**src/bpu_isa_pkg.sv**
```systemverilog
package bpu_isa_pkg;

    localparam int XLEN  = 32;
    localparam int OPC_W = 7;

    typedef logic [XLEN-1:0]  addr_t;
    typedef logic [31:0]      inst_t;
    typedef logic [OPC_W-1:0] opcode_t;

    // control-transfer major opcodes
    localparam opcode_t OPC_BRANCH = 7'b1100011;
    localparam opcode_t OPC_JAL    = 7'b1101111;
    localparam opcode_t OPC_JALR   = 7'b1100111;

    // opcode sits in the low bits of every format
    function automatic opcode_t opcode_of(inst_t inst);
        return inst[OPC_W-1:0];
    endfunction

    // B-type offset, sign from bit 31, bit 0 implied zero
    function automatic addr_t imm_b(inst_t inst);
        return {{(XLEN-12){inst[31]}}, inst[7], inst[30:25], inst[11:8], 1'b0};
    endfunction

    // J-type offset
    function automatic addr_t imm_j(inst_t inst);
        return {{(XLEN-20){inst[31]}}, inst[19:12], inst[20], inst[30:21], 1'b0};
    endfunction

endpackage
```
**src/next_pc_select.sv**
```systemverilog
`timescale 1ns/1ps

module next_pc_select import bpu_isa_pkg::*; (
    input  addr_t if_pc_i,
    input  logic  is_branch_i,
    input  logic  is_jal_i,
    input  logic  is_jalr_i,
    input  addr_t jal_target_i,
    input  addr_t branch_target_i,
    input  logic  dir_taken_i,
    input  logic  btb_hit_i,
    input  addr_t btb_target_i,
    output logic  is_cti_o,
    output addr_t pred_pc_o,
    output logic  pred_taken_o
);

    addr_t seq_pc;

    assign seq_pc = if_pc_i + addr_t'(4);

    always_comb begin
        is_cti_o     = is_branch_i || is_jal_i || is_jalr_i;
        pred_taken_o = 1'b0;
        pred_pc_o    = seq_pc;  // fall through by default
        if (is_jal_i) begin
            pred_taken_o = 1'b1;
            pred_pc_o    = btb_hit_i ? btb_target_i : jal_target_i;
        end else if (is_jalr_i) begin
            // register target, only the btb can supply it
            pred_taken_o = btb_hit_i;
            pred_pc_o    = btb_hit_i ? btb_target_i : seq_pc;
        end else if (is_branch_i && dir_taken_i) begin
            pred_taken_o = 1'b1;
            pred_pc_o    = btb_hit_i ? btb_target_i : branch_target_i;
        end
    end

endmodule

```
**config.mk**
```make
export PLATFORM = sky130hd
export DESIGN_NAME = next_pc_select
export DESIGN_NICKNAME = d
export VERILOG_FILES = /design/src/bpu_isa_pkg.sv /design/src/next_pc_select.sv
export SDC_FILE = /design/constraint.sdc
export NUM_CORES = 1
export LEC_CHECK = 0
export BUFFER_PORTS_ARGS = -buffer_cell sky130_fd_sc_hd__buf_2
export CAP_MARGIN = 10
export CORE_MARGIN = 3
export CORE_UTILIZATION = 43
export DETAILED_ROUTE_END_ITERATION = 8
export PLACE_DENSITY = 0.91
export SLEW_MARGIN = 0
export SYNTH_ARGS = -nofsm -noshare
export SYNTH_HDL_FRONTEND = slang
export SYNTH_SLANG_ARGS = --single-unit
```
**constraint.sdc**
```tcl
create_clock -name vclk -period 4.82
set_input_delay 0.964 -clock vclk [all_inputs]
set_output_delay 0.964 -clock vclk [all_outputs]
set_load 0.02 [all_outputs]
```
==> flow_summary.ini <==
[global_route]
antenna_found_initial = 0
grt_remaining_overflow = 0
grt_first_pass_wirelength_um = 12800
gr-usage-all-layers_pct = 30.4
grt_pass1_vias = 2797
grt_max_degree = 26

[synthesis]
synth_top_area_share_pct = 9.88
synth-seq-area-share_pct = 0
avgSynthCellArea_sq_um = 6.31
synthTopCellsByArea = mux2i_1 (9.9%), a21oi_1 (9.1%), xor2_1 (8.6%)
syn_inst = 289
yosysWarnings = 0
synth_cell_types = 51
yosysTopAreaCell = mux2i_1
syn-num-nets = 423
syn_area_sq_um = 1820

[pwr]
vdd_drop_max_uv = 59.0
leakage_nw = 1.28
powerDensity_nw_per_um2 = 105

[die]
die_w_um = 71.1
die-area_sq_um = 5060
core_area_sq_um = 4060
ios = 167
rows = 23
fp.dieH_um = 71.1
start_util_pct = 44.9

[route]
vias_per_cell = 6.14
drc_errors = 0
drtIter0Drc = 242
vias = 2994
wire_per_inst_um = 17.1
antenna_left = 0
routed_wl_um = 8340
firstDrtPassIters = 5

[layout]
drive_gt1_share_pct = 43.2
synthToLayoutAreaGrowth_pct = 45.6
nets = 574
seq_area_sq_um = 0
fillCellCount = 393
layout_common_cells = buf_2 (167), a21oi_1 (33), nor2_1 (29), nand2_1 (27)
fin_cells = 488
insertedDiodeCount = 0
final_common_cell = buf_2
clkbuf_count = 0
flops_and_latches = 0

[sta]
max_slew_margin_pct = 55.0
max_slew.worst_pin.slew_ps = 668
setup_violations = 0
finalHoldViolCount = 0
fin_crit_ps = 3790
setup_tns_ps = 0
rsz0062_at_grt = no
fmax_mhz = 264
timing.final.crit_share_pct = 78.6
drv_slew = 0

[setup_path]
max_stage_delay_ps = 460
crit_required_ps = 3860
cp.buffers_inverters = 3
crit_family = simple AND/OR/NAND/NOR gates
worstPathMaxFanout = 14
cp-start-kind = input pin
crit_chain = buf_2 > nand2_1 > o21ai_1 > nor2_2 > inv_2 > o221ai_1 > buf_2
crit_type = in2out
crit_path_frequent_cell = buf_2
arrival_ps = 2830
end_kind = output pin
slowest_stage = nor2_2

[cts]
cts-resized-gates = 0
postCtsSetupBuffers = 0
cts-hold-fix-buffers = 0

[placement]
port_buffers = 167
place_congestion = 1.00
dp.final_hpwl_um = 6730
place_inst = 488

[outcome]
status = completed

[hold_path]
hp-class = in2out

[flow_run]
maxCapViolCount = 0
-- power by group --
part | internal, W | total [W] | switching, W
clock | 0 | 0 | 0
sequential | 0 | 0 | 0
combinational | 0.000113 | 0.000277 | 0.000164
total | 0.000113 | 0.000277 | 0.000164
-- cell type report --
type | instances | area [sq um] | area share, %
multi-input cells | 262 | 1710 | 64.6
repair buffers | 169 | 851 | 32.1
well taps | 50 | 62.6 | 2.36
inverters | 7 | 26.3 | 0.990
-- path summary, 6_finish.rpt --
path / from / to / slack [ps] / cells past startpoint
setup / recovery: btb_hit_i / pred_pc_o[10] / 1030 / 7
hold / removal: btb_target_i[18] / pred_pc_o[18] / 2280 / 4
-- per-stage QoR --
| step | hold slack [ps] | utilization (%) | cell area, sq um | total power (W) | setup WS [ps] |
|---|---|---|---|---|---|
| 3_5_place_dp | 2260 | 65.4 | 2650 | 0.000273 | 1050 |
| 2_1_floorplan | 2110 | - | 1820 | 0.000154 | 1370 |
| 6_report | 2280 | 65.4 | 2650 | 0.000277 | 1030 |
| 5_1_grt | 2300 | 65.4 | 2650 | 0.000298 | 912 |
| 3_3_place_gp | 2260 | 65.4 | 2650 | 0.000269 | 1070 |
| 4_1_cts | 2260 | 65.4 | 2650 | 0.000274 | 1040 |
-- Yosys cell counts (6+ instances only) --
cell type / count
nand3_1: 16
nand2_1: 27
a21oi_1: 33
and3_1: 7
inv_1: 6
mux2i_1: 18
a22oi_1: 9
o21ai_0: 12
nor3_1: 7
nand4_1: 7
xnor2_1: 8
buf_2: 6
xor2_1: 18
o22ai_1: 15
nor2_1: 29
clkbuf_1: 12
-- routing by layer --
| metal | vias to the layer above | GRT usage (%) | wire, um |
|---|---|---|---|
| met1 | 1360 | 36.6 | 3260 |
| met2 | 215 | 57.0 | 4140 |
| li1 | 1399 | - | - |
| met3 | 20 | 3.13 | 749 |
| met4 | 0 | 7.52 | 193 |
| met5 | - | 0 | 0 |
-- worst min-delay path, delay by kind of cell --
kind,cells,cell delay [ps]
buffers and inverters,2,250
AND/OR/NAND/NOR,1,40
AO/OA/AOI/OAI,1,60
-- cell families after synthesis --
logic type,Yosys count,share of synthesized area [%]
compound gates,99,36.2
buf+inv,27,5.97
fa+ha+maj,1,0.686
mux,20,11.1
simple gates,116,33.5
xor+xnor,26,12.5
Power figures use the tool's default switching activity.
