<file path="src/bpu_isa_pkg.sv">
package bpu_isa_pkg;

    localparam int XLEN  = 32;
    localparam int OPC_W = 7;

    typedef logic [XLEN-1:0]  addr_t;
    typedef logic [31:0]      inst_t;
    typedef logic [OPC_W-1:0] opcode_t;

    // control-transfer major opcodes
    localparam opcode_t OPC_BRANCH = 7'b1100011;
    localparam opcode_t OPC_JAL    = 7'b1101111;
    localparam opcode_t OPC_JALR   = 7'b1100111;

    // opcode sits in the low bits of every format
    function automatic opcode_t opcode_of(inst_t inst);
        return inst[OPC_W-1:0];
    endfunction

    // B-type offset, sign from bit 31, bit 0 implied zero
    function automatic addr_t imm_b(inst_t inst);
        return {{(XLEN-12){inst[31]}}, inst[7], inst[30:25], inst[11:8], 1'b0};
    endfunction

    // J-type offset
    function automatic addr_t imm_j(inst_t inst);
        return {{(XLEN-20){inst[31]}}, inst[19:12], inst[20], inst[30:21], 1'b0};
    endfunction

endpackage
</file>
<file path="src/inst_decode.sv">
`timescale 1ns/1ps

module inst_decode import bpu_isa_pkg::*; (
    input  addr_t if_pc_i,
    input  inst_t if_inst_i,
    output logic  is_branch_o,
    output logic  is_jal_o,
    output logic  is_jalr_o,
    output addr_t jal_target_o,
    output addr_t branch_target_o
);

    opcode_t opc;
    addr_t   off_j;
    addr_t   off_b;

    assign opc = opcode_of(if_inst_i);

    // class from major opcode only, funct3 not checked
    assign is_branch_o = (opc == OPC_BRANCH);
    assign is_jal_o    = (opc == OPC_JAL);
    assign is_jalr_o   = (opc == OPC_JALR);

    assign off_j = imm_j(if_inst_i);
    assign off_b = imm_b(if_inst_i);

    // pc-relative targets, formed for every word
    assign jal_target_o    = if_pc_i + off_j;
    assign branch_target_o = if_pc_i + off_b;

endmodule

</file>
<file path="config.mk">
export PLATFORM = sky130hd
export DESIGN_NAME = inst_decode
export DESIGN_NICKNAME = d
export VERILOG_FILES = /design/src/bpu_isa_pkg.sv /design/src/inst_decode.sv
export SDC_FILE = /design/constraint.sdc
export NUM_CORES = 1
export LEC_CHECK = 0
export BUFFER_PORTS_ARGS = -buffer_cell sky130_fd_sc_hd__buf_2
export CAP_MARGIN = 20
export CELL_PAD_IN_SITES_DETAIL_PLACEMENT = 1
export CELL_PAD_IN_SITES_GLOBAL_PLACEMENT = 1
export CORE_UTILIZATION = 33
export DETAILED_ROUTE_END_ITERATION = 8
export PLACE_DENSITY = 0.95
export SYNTH_ARGS = -nofsm -noshare
export SYNTH_HDL_FRONTEND = slang
export SYNTH_SLANG_ARGS = --single-unit
</file>
<file path="constraint.sdc">
create_clock -name vclk -period 3.82
set_input_delay 0.764 -clock vclk [all_inputs]
set_output_delay 0.764 -clock vclk [all_outputs]
set_load 0.01 [all_outputs]
</file>
==> impl_metrics.ini <==
[yosys]
synthMuxAreaShare = 0.008483
yosysUniqueCellTypes = 55
synth_top_family_by_area = compound AO/OA/AOI/OAI gates
synth_fp_nets = 488
post_synth_main_area_contributors = ha_1 (20%), xnor2_1 (14%), a21oi_1 (10%), a21o_1 (5.7%), nand2_1 (4.9%)
synth_most_common_cell = a21oi_1
synth_simple_gate_area_frac = 0.1871
synthAdderAreaFrac = 0.2177
synth_compound_area_frac = 0.3563
yosysWarnings = 0
synth_area_sq_um = 2655
synth_top_area_share = 0.2026
synthXorXnorAreaFrac = 0.1781
ys_seq_area_frac = 0
ys_top_cells_by_count = a21oi_1 (53), ha_1 (43), xnor2_1 (42)
synth.largest_area_cell = ha_1
avgSynthCellArea_sq_um = 7.005
netlist_instances = 379

[global_route]
grt_first_pass_wirelength_mm = 19.38
grt_max_degree = 11
grt_pass1_vias = 3974
grt_usage = 0.2847
grt_antenna_before_repair = 0
grt_overflow_total = 0

[sta]
max_freq_ghz = 0.2518
setup_viol = 13
tns_ns = -0.4466
setup_ws_ns = -0.1507
rsz0062_at_grt = yes
slew_headroom = 0.5676
tightest_slew_ns = 0.6464
fin_crit_ns = 3.971
fin_crit_sh = 1.039
finalHoldViolCount = 0
slew_violations = 0

[final_layout]
seqCellArea_sq_um = 0
layout-drive-gt1-share = 0.4696
antenna_cells = 0
design.seq.count = 0
final_nets = 671
syn2layout_area_growth_pct = 60.41
n_fill_cell = 986
nClkBuffers = 0

[pwr]
p_sw_frac = 0.5553
p_sw_w = 0.0005650
p_seq_frac = 0
ir_drop_mv = 0.09244
pwr-share-comb = 1.000
p_per_area_nw_per_um2 = 238.9
p_int_w = 0.0004525
p_leak_nw = 2.062
total_power_w = 0.001017
clkPwrFrac = 0

[run_status]
status = complete, but fails checks
violations = negative setup slack

[worst_setup_path]
cp-start-kind = input pin
crit_path_cell_trace = buf_6 -> buf_4 -> ha_1 -> a21o_1 -> a21oi_1 -> nor2_1 -> a21oi_1 -> o211ai_2 -> and4_1 -> a311oi_2 -> buf_2
cp_common_cell = a21oi_1
cpPeakStageDelay_ns = 0.31
critical_path_required_ns = 3.06
path_delay_family = compound AO/OA/AOI/OAI gates
path_max_fanout = 10
setup.worst_path.end_class = output port
arrival_ns = 3.21
crit_type = in2out
crit_buf_inv = 3
crit_slowest_cell = ha_1

[routing]
drt_first_pass_iters = 4
ant_nets = 0
drc = 0
via_per_inst = 5.941
drtIter0Drc = 170
top_layer = met4
wl_met3_um = 811
dr_wl_met2_mm = 7.397
routedWlPerCell_um = 21.77
finalWirelength_mm = 14.42
vias = 3933
wl_met1_mm = 5.230

[placed_design]
io_buffers = 128
hpwl_mm = 9.867
gp_congestion = 0.9362

[clocking]
cts_hold_buf = 0

[floorplan]
chipWidth_um = 91.70
start_util = 0.3418
die_h_um = 91.70
ios = 131
rows = 32
core_sq_um = 7767
die_area_sq_um = 8408

[hold_path]
holdPathEnd = jal_target_o[0]
hp-class = in2out
hp-start = if_pc_i[0]
holdPathStages = 0

[job]
cap_violations = 0
==> power groups by stage <==
stage	combinational [W]	clock [W]	sequential (W)
2_1_floorplan	0.000502	0	0
5_1_grt	0.00108	0	0
6_report	0.00102	0	0
3_3_place_gp	0.000818	0	0
4_1_cts	0.000901	0	0
3_5_place_dp	0.000863	0	0
==> through the flow <==
| step | utilization | hold slack (ns) | setup slack [ns] | cells | instance area [sq um] |
|---|---|---|---|---|---|
| global placement | 0.4828 | 1.528 | -0.08752 | 645 | 3750 |
| floorplan | - | 1.578 | 0.02067 | 379 | 2655 |
| global route | 0.5483 | 1.528 | -0.1384 | 662 | 4259 |
| detailed placement | 0.4828 | 1.528 | -0.2891 | 645 | 3750 |
| finish | 0.5483 | 1.528 | -0.1507 | 662 | 4259 |
| CTS | 0.5032 | 1.528 | -0.01405 | 651 | 3909 |
==> worst max-delay path by stage <==
stage	slack, ns	depth (start not counted)	start	endpoint
after CTS	-0.01	11	if_inst_i[29]	branch_target_o[30]
after floorplan	0.02	10	if_pc_i[23]	branch_target_o[30]
final	-0.15	11	if_inst_i[31]	branch_target_o[30]
after detailed placement	-0.29	12	if_pc_i[1]	branch_target_o[30]
after global routing	-0.14	12	if_inst_i[31]	branch_target_o[30]
after global placement	-0.09	13	if_pc_i[1]	branch_target_o[24]
==> layout make-up <==
cell class | count | area, sq um | share of cell area
Multi-Input combinational cell | 346 | 2839 | 0.6666
Timing Repair Buffer | 200 | 1240 | 0.2911
Tap cell | 102 | 127.6 | 0.02996
Inverter | 14 | 52.55 | 0.01234
==> cell usage in the layout (no fill, tap or decap), types with 3 or more instances in the layout <==
master,synthesis,final
o21ai_2,2,4
inv_1,14,14
or3_1,4,4
a21o_1,20,20
nor2b_1,5,5
a31oi_1,5,4
ha_2,0,4
o211ai_1,3,3
xnor2_1,42,41
o21ai_1,9,7
o21bai_1,14,13
ha_1,43,31
buf_2,6,121
ha_4,0,8
o21ai_0,5,4
buf_4,2,70
nor3_1,8,7
a21oi_2,2,16
a211oi_2,0,3
a21oi_1,53,39
nand3_1,4,4
nor2_1,30,28
nand4_1,8,8
xor2_1,12,12
buf_6,0,7
nand2_1,35,34
==> routing by layer <==
metal / GRT usage / up-vias
met4: 0.1328 / 0
met1: 0.3150 / 1869
met2: 0.5470 / 235
met5: 0 / -
li1: - / 1746
met3: 0.02073 / 83
==> cell families (layout without fill, tap and decap cells) <==
family / Yosys count / after routing
adder cells (fa/ha/maj): 45 / 45
AO/OA/AOI/OAI: 139 / 139
AND/OR/NAND/NOR: 106 / 106
multiplexers: 2 / 2
XOR/XNOR: 54 / 54
buffers and inverters: 33 / 214
==> what timing repair did <==
item / in CTS / in global routing
endpoints found under the setup margin: 24 / 26
gates resized for setup: 24 / 57
buffers inserted: 6 / 11
pin swaps: 21 / 36
No activity file was read; power rests on OpenSTA's default activity.
